[src/hw/u1e_pkg.sv]
package u1e_pkg;

   ////////////////////
   // host bus

   localparam int DW       = 16;    // data width
   localparam int AW       = 11;    // byte address width
   localparam int SW       = 2;     // byte selects
   localparam int DECODE_W = 4;     // top address bits pick the slave

   // slave numbers on the top nibble
   localparam logic [DECODE_W-1:0] SLV_MISC = 4'd0;
   localparam logic [DECODE_W-1:0] SLV_RDBK = 4'd7;
   localparam logic [DECODE_W-1:0] SLV_SET  = 4'd8;   // 8 and 9, double wide

   ////////////////////
   // settings bus

   localparam int SET_AW = 8;
   localparam int SET_DW = 32;

   localparam int SR_TIME64     = 40;   // +0 high word, +1 low word
   localparam int SR_REG_TEST32 = 52;

   ////////////////////
   // slave 0 byte offsets

   localparam logic [6:0] REG_LEDS      = 7'd0;
   localparam logic [6:0] REG_CGEN_CTRL = 7'd4;
   localparam logic [6:0] REG_CGEN_ST   = 7'd6;   // read only
   localparam logic [6:0] REG_TEST      = 7'd8;
   localparam logic [6:0] REG_COMPAT    = 7'd16;  // read only

   localparam logic [7:0]  COMPAT_NUM      = 8'd3;
   localparam logic [15:0] READ_DEFAULT    = 16'hBEEF;
   localparam logic [1:0]  CGEN_CTRL_RESET = 2'b11;  // sync_b high, ref_sel high

endpackage

[src/hw/wb_if.sv]
interface wb_if import u1e_pkg::*; ();

   logic [AW-1:0] adr;
   logic [DW-1:0] dat_mosi;
   logic [DW-1:0] dat_miso;
   logic [SW-1:0] sel;
   logic          we;
   logic          cyc;
   logic          stb;
   logic          ack;

   modport master (
      output adr, dat_mosi, sel, we, cyc, stb,
      input  dat_miso, ack
   );

   modport slave (
      input  adr, dat_mosi, sel, we, cyc, stb,
      output dat_miso, ack
   );

endinterface

[src/hw/setting_reg.sv]
module setting_reg import u1e_pkg::*; #(
   parameter int my_addr = 0,
   parameter int width   = 32
) (
   input  logic              wb_clk,
   input  logic              wb_rst,
   input  logic              set_stb_i,
   input  logic [SET_AW-1:0] set_addr_i,
   input  logic [SET_DW-1:0] set_data_i,
   output logic [width-1:0]  out_o,
   output logic              changed_o
);

   logic hit;

   assign hit = set_stb_i & (set_addr_i == SET_AW'(my_addr));

   always_ff @(posedge wb_clk)
   begin
      if (wb_rst)
      begin
         out_o     <= '0;
         changed_o <= 1'b0;
      end
      else
      begin
         changed_o <= hit;      // one cycle pulse with the new value
         if (hit)
            out_o <= set_data_i[width-1:0];
      end
   end

endmodule

[src/hw/time_64bit.sv]
module time_64bit import u1e_pkg::*; #(
   parameter int base = 0
) (
   input  logic              wb_clk,
   input  logic              wb_rst,
   input  logic              set_stb_i,
   input  logic [SET_AW-1:0] set_addr_i,
   input  logic [SET_DW-1:0] set_data_i,
   input  logic              pps_i,
   output logic [63:0]       vita_time_o,
   output logic [63:0]       vita_time_pps_o
);

   logic [31:0] time_hi, time_lo;
   logic        load;
   logic [63:0] count_q;     // free running tick count
   logic [2:0]  pps_sync;    // two sync flops plus edge history
   logic        pps_edge;

   // high word is staged, the low word write starts the load
   setting_reg #(.my_addr(base), .width(32)) sr_time_hi (
      .wb_clk(wb_clk), .wb_rst(wb_rst), .set_stb_i(set_stb_i), .set_addr_i(set_addr_i),
      .set_data_i(set_data_i), .out_o(time_hi), .changed_o()
   );

   setting_reg #(.my_addr(base+1), .width(32)) sr_time_lo (
      .wb_clk(wb_clk), .wb_rst(wb_rst), .set_stb_i(set_stb_i), .set_addr_i(set_addr_i),
      .set_data_i(set_data_i), .out_o(time_lo), .changed_o(load)
   );

   // loaded value shows in the cycle of the change pulse
   assign vita_time_o = load ? {time_hi, time_lo} : count_q;

   assign pps_edge = pps_sync[1] & ~pps_sync[2];

   always_ff @(posedge wb_clk)
   begin
      if (wb_rst)
      begin
         count_q         <= '0;
         vita_time_pps_o <= '0;
         pps_sync        <= '0;
      end
      else
      begin
         pps_sync <= {pps_sync[1:0], pps_i};
         count_q  <= vita_time_o + 64'd1;
         if (pps_edge)
            vita_time_pps_o <= vita_time_o;   // snapshot on rising pps
      end
   end

endmodule

[src/hw/settings_bus_16le.sv]
module settings_bus_16le import u1e_pkg::*; #(
   parameter int rwidth = 6
) (
   input  logic              wb_clk,
   input  logic              wb_rst,
   wb_if.slave               bus,
   output logic              set_stb_o,
   output logic [SET_AW-1:0] set_addr_o,
   output logic [SET_DW-1:0] set_data_o
);

   logic [DW-1:0] low_q;    // low half waits for the high half
   logic          wr;

   assign wr           = bus.cyc & bus.stb & bus.we;
   assign bus.ack      = bus.cyc & bus.stb;
   assign bus.dat_miso = '0;     // write only

   always_ff @(posedge wb_clk)
   begin
      if (wb_rst)
         set_stb_o <= 1'b0;
      else
         set_stb_o <= wr & bus.adr[1];
      if (wr & ~bus.adr[1])
         low_q <= bus.dat_mosi;
      if (wr & bus.adr[1])
      begin
         set_addr_o <= {{(SET_AW-rwidth){1'b0}}, bus.adr[rwidth+1:2]};
         set_data_o <= {bus.dat_mosi, low_q};
      end
   end

endmodule

[src/hw/misc_regs.sv]
module misc_regs import u1e_pkg::*; (
   input  logic       wb_clk,
   input  logic       wb_rst,
   wb_if.slave        bus,
   input  logic       cgen_st_status_i,
   input  logic       cgen_st_ld_i,
   input  logic       cgen_st_refmon_i,
   output logic [1:0] leds_o,
   output logic       cgen_sync_b_o,
   output logic       cgen_ref_sel_o
);

   logic [DW-1:0] reg_leds;
   logic [1:0]    reg_cgen_ctrl;
   logic [DW-1:0] reg_test;
   logic          wr;

   // byte lane merge
   function automatic logic [DW-1:0] lane_merge(input logic [DW-1:0] old_v,
                                                input logic [DW-1:0] new_v,
                                                input logic [SW-1:0] be);
      logic [DW-1:0] res;
      res = old_v;
      if (be[0])
         res[7:0] = new_v[7:0];
      if (be[1])
         res[15:8] = new_v[15:8];
      return res;
   endfunction

   assign wr      = bus.cyc & bus.stb & bus.we;
   assign bus.ack = bus.cyc & bus.stb;    // no wait states

   always_ff @(posedge wb_clk)
   begin
      if (wb_rst)
      begin
         reg_leds      <= '0;
         reg_cgen_ctrl <= CGEN_CTRL_RESET;
         reg_test      <= '0;
      end
      else if (wr)
      begin
         case (bus.adr[6:0])
            REG_LEDS      : reg_leds <= lane_merge(reg_leds, bus.dat_mosi, bus.sel);
            REG_CGEN_CTRL :
               if (bus.sel[0])
                  reg_cgen_ctrl <= bus.dat_mosi[1:0];
            REG_TEST      : reg_test <= lane_merge(reg_test, bus.dat_mosi, bus.sel);
            default       : ;             // read only or unused
         endcase
      end
   end

   assign leds_o = reg_leds[1:0];
   assign {cgen_sync_b_o, cgen_ref_sel_o} = reg_cgen_ctrl;

   always_comb
   begin
      case (bus.adr[6:0])
         REG_LEDS      : bus.dat_miso = reg_leds;
         REG_CGEN_CTRL : bus.dat_miso = {14'd0, reg_cgen_ctrl};
         REG_CGEN_ST   : bus.dat_miso = {13'd0, cgen_st_status_i, cgen_st_ld_i, cgen_st_refmon_i};
         REG_TEST      : bus.dat_miso = reg_test;
         REG_COMPAT    : bus.dat_miso = {8'd0, COMPAT_NUM};
         default       : bus.dat_miso = READ_DEFAULT;
      endcase
   end

endmodule

[src/hw/wb_readback_mux_16le.sv]
module wb_readback_mux_16le import u1e_pkg::*; (
   input  logic        wb_clk,
   input  logic        wb_rst,
   wb_if.slave         bus,
   input  logic [63:0] vita_time_i,
   input  logic [63:0] vita_time_pps_i,
   input  logic [31:0] test32_i
);

   logic [31:0]   word;
   logic          ack_q;
   logic [DW-1:0] dat_q;

   always_comb
   begin
      case (bus.adr[5:2])
         4'd0    : word = vita_time_i[63:32];
         4'd1    : word = vita_time_i[31:0];
         4'd2    : word = vita_time_pps_i[63:32];
         4'd3    : word = vita_time_pps_i[31:0];
         4'd4    : word = test32_i;
         default : word = '0;
      endcase
   end

   always_ff @(posedge wb_clk)
   begin
      if (wb_rst)
         ack_q <= 1'b0;
      else
         ack_q <= bus.cyc & bus.stb & ~ack_q;   // single cycle ack
      dat_q <= bus.adr[1] ? word[31:16] : word[15:0];
   end

   assign bus.ack      = ack_q;
   assign bus.dat_miso = dat_q;

endmodule

[src/hw/wb_intercon.sv]
module wb_intercon import u1e_pkg::*; (
   input  logic          wb_clk,
   input  logic          wb_rst,
   input  logic [AW-1:0] m_adr_i,
   input  logic [DW-1:0] m_dat_i,
   input  logic [SW-1:0] m_sel_i,
   input  logic          m_we_i,
   input  logic          m_cyc_i,
   input  logic          m_stb_i,
   output logic [DW-1:0] m_dat_o,
   output logic          m_ack_o,
   wb_if.master          misc,
   wb_if.master          rdbk,
   wb_if.master          settings
);

   localparam logic [DECODE_W-1:0] SET_MASK = 4'hE;

   logic [DECODE_W-1:0] nibble;
   logic [DECODE_W-1:0] slave_q;     // decode held while a slave is waiting
   logic                busy_q;
   logic                hit_misc, hit_rdbk, hit_set;

   assign nibble = busy_q ? slave_q : m_adr_i[AW-1 -: DECODE_W];

   always_ff @(posedge wb_clk)
   begin
      if (wb_rst)
         busy_q <= 1'b0;
      else
         busy_q <= m_cyc_i & m_stb_i & ~m_ack_o;  // slave has not answered yet
      slave_q <= nibble;
   end

   assign hit_misc = (nibble == SLV_MISC);
   assign hit_rdbk = (nibble == SLV_RDBK);
   assign hit_set  = ((nibble & SET_MASK) == (SLV_SET & SET_MASK));

   // broadcast to all slaves
   assign misc.adr          = m_adr_i;
   assign misc.dat_mosi     = m_dat_i;
   assign misc.sel          = m_sel_i;
   assign misc.we           = m_we_i;
   assign rdbk.adr          = m_adr_i;
   assign rdbk.dat_mosi     = m_dat_i;
   assign rdbk.sel          = m_sel_i;
   assign rdbk.we           = m_we_i;
   assign settings.adr      = m_adr_i;
   assign settings.dat_mosi = m_dat_i;
   assign settings.sel      = m_sel_i;
   assign settings.we       = m_we_i;

   assign misc.cyc     = m_cyc_i & hit_misc;
   assign misc.stb     = m_stb_i & hit_misc;
   assign rdbk.cyc     = m_cyc_i & hit_rdbk;
   assign rdbk.stb     = m_stb_i & hit_rdbk;
   assign settings.cyc = m_cyc_i & hit_set;
   assign settings.stb = m_stb_i & hit_set;

   always_comb
   begin
      if (hit_misc)
      begin
         m_dat_o = misc.dat_miso;
         m_ack_o = misc.ack;
      end
      else if (hit_rdbk)
      begin
         m_dat_o = rdbk.dat_miso;
         m_ack_o = rdbk.ack;
      end
      else if (hit_set)
      begin
         m_dat_o = settings.dat_miso;
         m_ack_o = settings.ack;
      end
      else
      begin
         m_dat_o = '0;                    // nothing mapped here
         m_ack_o = m_cyc_i & m_stb_i;
      end
   end

endmodule

[src/hw/u1e_core.sv]
module u1e_core import u1e_pkg::*; (
   input  logic          wb_clk,
   input  logic          wb_rst,
   // host bus
   input  logic [AW-1:0] m_adr_i,
   input  logic [DW-1:0] m_dat_i,
   input  logic [SW-1:0] m_sel_i,
   input  logic          m_we_i,
   input  logic          m_cyc_i,
   input  logic          m_stb_i,
   output logic [DW-1:0] m_dat_o,
   output logic          m_ack_o,
   // board pins
   input  logic          cgen_st_status_i,
   input  logic          cgen_st_ld_i,
   input  logic          cgen_st_refmon_i,
   input  logic          pps_i,
   output logic [1:0]    leds_o,
   output logic          cgen_sync_b_o,
   output logic          cgen_ref_sel_o
);

   wb_if misc_bus ();
   wb_if rdbk_bus ();
   wb_if set_bus ();

   logic              set_stb;
   logic [SET_AW-1:0] set_addr;
   logic [SET_DW-1:0] set_data;

   logic [63:0]       vita_time;
   logic [63:0]       vita_time_pps;
   logic [31:0]       reg_test32;

   ////////////////////
   // interconnect

   wb_intercon intercon_i (
      .wb_clk   (wb_clk),
      .wb_rst   (wb_rst),
      .m_adr_i  (m_adr_i),
      .m_dat_i  (m_dat_i),
      .m_sel_i  (m_sel_i),
      .m_we_i   (m_we_i),
      .m_cyc_i  (m_cyc_i),
      .m_stb_i  (m_stb_i),
      .m_dat_o  (m_dat_o),
      .m_ack_o  (m_ack_o),
      .misc     (misc_bus.master),
      .rdbk     (rdbk_bus.master),
      .settings (set_bus.master)
   );

   ////////////////////
   // slave 0, leds and clock gen

   misc_regs misc_regs_i (
      .wb_clk           (wb_clk),
      .wb_rst           (wb_rst),
      .bus              (misc_bus.slave),
      .cgen_st_status_i (cgen_st_status_i),
      .cgen_st_ld_i     (cgen_st_ld_i),
      .cgen_st_refmon_i (cgen_st_refmon_i),
      .leds_o           (leds_o),
      .cgen_sync_b_o    (cgen_sync_b_o),
      .cgen_ref_sel_o   (cgen_ref_sel_o)
   );

   ////////////////////
   // settings bus, slaves 8 and 9

   settings_bus_16le #(.rwidth(6)) settings_bus_i (  // 64 regs of 32 bits
      .wb_clk     (wb_clk),
      .wb_rst     (wb_rst),
      .bus        (set_bus.slave),
      .set_stb_o  (set_stb),
      .set_addr_o (set_addr),
      .set_data_o (set_data)
   );

   setting_reg #(.my_addr(SR_REG_TEST32), .width(32)) sr_reg_test32 (
      .wb_clk     (wb_clk),
      .wb_rst     (wb_rst),
      .set_stb_i  (set_stb),
      .set_addr_i (set_addr),
      .set_data_i (set_data),
      .out_o      (reg_test32),
      .changed_o  ()
   );

   time_64bit #(.base(SR_TIME64)) time_64bit_i (
      .wb_clk          (wb_clk),
      .wb_rst          (wb_rst),
      .set_stb_i       (set_stb),
      .set_addr_i      (set_addr),
      .set_data_i      (set_data),
      .pps_i           (pps_i),
      .vita_time_o     (vita_time),
      .vita_time_pps_o (vita_time_pps)
   );

   ////////////////////
   // slave 7, 32 bit readback

   wb_readback_mux_16le readback_i (
      .wb_clk          (wb_clk),
      .wb_rst          (wb_rst),
      .bus             (rdbk_bus.slave),
      .vita_time_i     (vita_time),
      .vita_time_pps_i (vita_time_pps),
      .test32_i        (reg_test32)
   );

endmodule

[config.mk]
export PLATFORM = sky130hd
export DESIGN_NAME = u1e_core
export DESIGN_NICKNAME = d
export VERILOG_FILES = /design/src/hw/u1e_pkg.sv /design/src/hw/wb_if.sv /design/src/hw/setting_reg.sv /design/src/hw/time_64bit.sv /design/src/hw/settings_bus_16le.sv /design/src/hw/misc_regs.sv /design/src/hw/wb_readback_mux_16le.sv /design/src/hw/wb_intercon.sv /design/src/hw/u1e_core.sv
export SDC_FILE = /design/constraint.sdc
export NUM_CORES = 1
export LEC_CHECK = 0
export BUFFER_PORTS_ARGS = -buffer_cell sky130_fd_sc_hd__buf_4
export CAP_MARGIN = 10
export CORE_ASPECT_RATIO = 1.4
export CORE_MARGIN = 10
export CORE_UTILIZATION = 55
export DETAILED_ROUTE_END_ITERATION = 8
export GPL_TIMING_DRIVEN = 0
export PLACE_DENSITY = 0.8
export SETUP_SLACK_MARGIN = 0.4
export SYNTH_ARGS = -nofsm -noshare
export SYNTH_HDL_FRONTEND = slang
export SYNTH_SLANG_ARGS = --single-unit
[constraint.sdc]
create_clock -name wb_clk -period 4.72 [get_ports wb_clk]
set_clock_uncertainty 0.2 [all_clocks]
set_input_delay 0 -clock wb_clk [delete_from_list [all_inputs] [get_ports wb_clk]]
set_output_delay 0 -clock wb_clk [all_outputs]
set_load 0.02 [all_outputs]
==> summary.txt <==
Clocking
  – Largest buffer count on any clock path: 3
  – CTS tree: done
  – H-Tree Level Count: 2
  – Clk slew on worst S/H paths: 0.06 ns
  – Clock Latency Late Sink: 0.55 ns
  – Sink Count: 339
  – TritonCTS Buffers: 34
  – CTS root buf: clkbuf_16

Timing
  – Hold slack: 0.0161 ns
  – RSZ-0062 raised after global routing: false
  – Fin. Hold Viols: 0
  – Rel. slew slack: 4.76%
  – Crit share post-route: 90.5%
  – Tmin final: 4.27 ns
  – Max frequency: 0.234 GHz
  – Max-slew violation count: 0
  – TNS Setup: 0 ns
  – Slew @ Worst Pin: 1.39 ns
  – Finish-stage setup viols: 0

Synthesis
  – Ys Warns: 0
  – Synthesized area: 0.0151 mm2
  – Distinct cells, synth: 66
  – Syn nets: 1735
  – Post-synth EDFFs: 54
  – Mean post-synth cell area: 8.90 um2
  – Sequential share of the synthesized area: 48.5%
  – Post-Synthesis Cells: 1696
  – FFs w/ async S/R, synth: 0%
  – Synthesized flop and latch total: 339
  – Top_reg_cell synth: dfxtp_1

Critical path
  – Startpoint types: flip-flop
  – CP Data Arrival Time: 4.50 ns
  – Crit Path Max Fanout: 10
  – WP data required: 4.95 ns
  – Worst r2r path cells: 13
  – CP endpoint kind: flip-flop
  – CP Class: reg2reg

Floorplan
  – Starting Density: 55.9%
  – Number of top-level pins: 59
  – Rows: 71
  – Placeable Area: 0.0270 mm2
  – Die area: 0.0346 mm2
  – Die Y: 216 um
  – Die W: 160 um

Detailed routing
  – Drt pass-1 iters: 6
  – Routed wl met2: 28.6 mm
  – Initial DRC Count: 1596
  – DR top layer: met5
  – DRC Markers: 0
  – Post-Route WL: 62.3 mm
  – Remaining antenna violation count after routing: 0
  – Avg WL per Cell: 28.0 um
  – Via count: 14300
  – Met3 WL post-DR: 5.44 mm
  – Met1 WL: 22.7 mm
  – Vias per std cell: 6.41

Job
  – Max-cap violations: 0

Min path
  – Hold crit path type: in2reg
  – Hold Path Stages: 2

Power
  – Pleak: 5.66 nW
  – Pwr dens: 352 mW/mm2
  – Peak VDD IR: 0.353 mV

Status
  – Outcome: finished, final reports clean

Global route
  – Initial antenna violation count: 1
  – Vias in the first global route: 13500
  – First-pass GRT wire length: 89.5 mm
  – GR Overflow Total: 0
  – Total track usage: 34.6%
  – Largest net degree at the start of global routing: 22

Layout
  – Share of cells above drive strength 1: 9.16%
  – Area growth syn-to-layout: 16.9%
  – Fillers: 2265
  – Nets: 1869

Placed design
  – HPWL after detailed placement: 46.8 mm
  – Routability Congestion: 1.04
  – Port-buffer cells: 57
[critical path, cell delays in order, from the launching register on]
cell	delay (ns)
dfxtp_1	0.40
buf_6	0.22
buf_4	0.24
clkbuf_4	0.28
buf_4	0.26
buf_2	0.48
mux2_2	0.36
ha_1	0.22
a21boi_4	0.28
nand4_1	0.14
buf_4	0.20
nor4_4	0.37
nand4b_1	0.15
mux2_1	0.33
[area by class of cell]
cell class | count | area [um2] | share of cell area (%)
tap | 365 | 457 | 2.59
antenna | 1 | 2.50 | 0.0142
sequential | 339 | 7330 | 41.5
clock inverter | 21 | 267 | 1.51
timing repair buffer | 98 | 841 | 4.76
inverter | 19 | 71.3 | 0.404
clock buffer | 41 | 918 | 5.20
multi-input combinational | 1218 | 7250 | 41.1
buffer | 120 | 509 | 2.89
[placed cells by master (no fill, tap or decap), drive strengths merged, types with 27 or more instances in the layout]
cell type | synthesis | routed
dfxtp | 285 | 285
a211oi | 65 | 65
clkbuf | 95 | 137
xor2 | 27 | 27
dlygate4sd3 | 0 | 36
nand2 | 284 | 284
edfxtp | 54 | 54
mux2i | 104 | 104
nand3 | 52 | 52
nor3 | 32 | 32
a221oi | 27 | 27
o21ai | 50 | 50
nand3b | 34 | 34
buf | 25 | 86
nor2 | 178 | 178
a21oi | 135 | 135
[synthesized netlist by cell type, types with 4 or more instances]
master / n / area, um2
buf_2: 18 / 90.1
nand3_1: 52 / 260
o2111ai_1: 13 / 114
a222oi_1: 8 / 80.1
o22ai_1: 7 / 43.8
nand4b_1: 9 / 78.8
nand4_1: 22 / 138
nor3_1: 32 / 160
nand3b_1: 33 / 248
a211oi_1: 65 / 488
inv_1: 19 / 71.3
and2_1: 7 / 43.8
nand2_1: 284 / 1070
mux2_2: 12 / 135
a22oi_1: 23 / 173
nor2_1: 178 / 668
edfxtp_1: 54 / 1620
a21oi_1: 135 / 676
and3_1: 5 / 31.3
xnor2_1: 15 / 131
and4_1: 6 / 52.6
o21ai_0: 49 / 245
nor3b_1: 6 / 45.0
nor2b_1: 19 / 119
dfxtp_1: 285 / 5710
a211o_1: 5 / 43.8
nor4_1: 13 / 81.3
nor4b_1: 5 / 43.8
xor2_1: 27 / 236
a31oi_1: 6 / 37.5
mux2i_1: 104 / 1040
o21a_1: 4 / 30.0
a221oi_1: 27 / 236
clkbuf_1: 95 / 357
[layer usage]
metal  GRT usage, %  vias up
met5              0        -
met4           27.0        2
met3           6.65      238
met2           55.3      808
met1           40.0     6859
li1               -     6346
[power by group]
part / switching (mW) / internal [mW] / leakage (nW)
sequential: 0.0226 / 2.97 / 2.79
clock: 1.23 / 1.68 / 0.580
combinational: 0.198 / 0.103 / 2.28
[worst paths after layout]
check                                                  startpoint                             to  slack (ns)
worst max-delay path            time_64bit_i.sr_time_lo.changed_o       time_64bit_i.count_q[62]        0.45
worst min-delay path                                   m_dat_i[4]  settings_bus_i.set_data_o[20]        0.02
worst max register to register  time_64bit_i.sr_time_lo.changed_o       time_64bit_i.count_q[62]        0.45
worst min register to register            settings_bus_i.low_q[2]   settings_bus_i.set_data_o[2]        0.21
[metrics by stage]
step                total power, mW  utilization (%)  instance area (um2)  cells  setup slack (ns)
finish                         6.20             65.3                17600   2222             0.450
global route                   6.33             65.3                17600   2221             0.431
CTS                            6.19             65.2                17600   2221             0.400
detailed placement             3.32             59.4                16000   2121            -0.835
global placement               3.32             59.2                16000   2118            -0.798
floorplan                      3.19                -                15100   1696             0.941
[kinds of logic (layout without fill, tap and decap cells)]
group / after synthesis / after routing / share of synthesized area, %
AOI/OAI and AO/OA: 363 / 363 / 15.5
xor gates and xnor gates: 42 / 42 / 2.44
adders and majority gates: 1 / 1 / 0.0829
buffers and inverters: 139 / 299 / 3.73
DFF: 339 / 339 / 48.5
muxes: 117 / 117 / 7.87
other: 0 / 1 / 0
and+or+nand+nor: 695 / 695 / 21.8
[sequential cells by signal (all words and copies together), names as in the netlist]
| signal | cells |
|---|---|
| misc_regs_i.reg_leds | 16 |
| settings_bus_i.low_q | 16 |
| intercon_i.busy_q | 1 |
| time_64bit_i.sr_time_lo.changed_o | 1 |
| time_64bit_i.sr_time_lo.out_o | 32 |
| time_64bit_i.vita_time_pps_o | 64 |
| time_64bit_i.sr_time_hi.out_o | 32 |
| time_64bit_i.count_q | 64 |
| intercon_i.slave_q | 4 |
| sr_reg_test32.out_o | 32 |
| readback_i.bus.ack | 1 |
| misc_regs_i.reg_test | 16 |
| settings_bus_i.set_stb_o | 1 |
| settings_bus_i.set_data_o | 32 |
| readback_i.bus.dat_miso | 16 |
| settings_bus_i.set_addr_o | 6 |
| time_64bit_i.pps_sync | 3 |
| misc_regs_i.reg_cgen_ctrl | 2 |
[timing repair]
item,in CTS,in global routing
hold buffers,36,0
endpoints found under the hold margin,89,0
buffers inserted,2,0
pin swaps,1,0
resized for setup,8,4
endpoints found under the setup margin,28,8
Power figures use the tool's default switching activity.
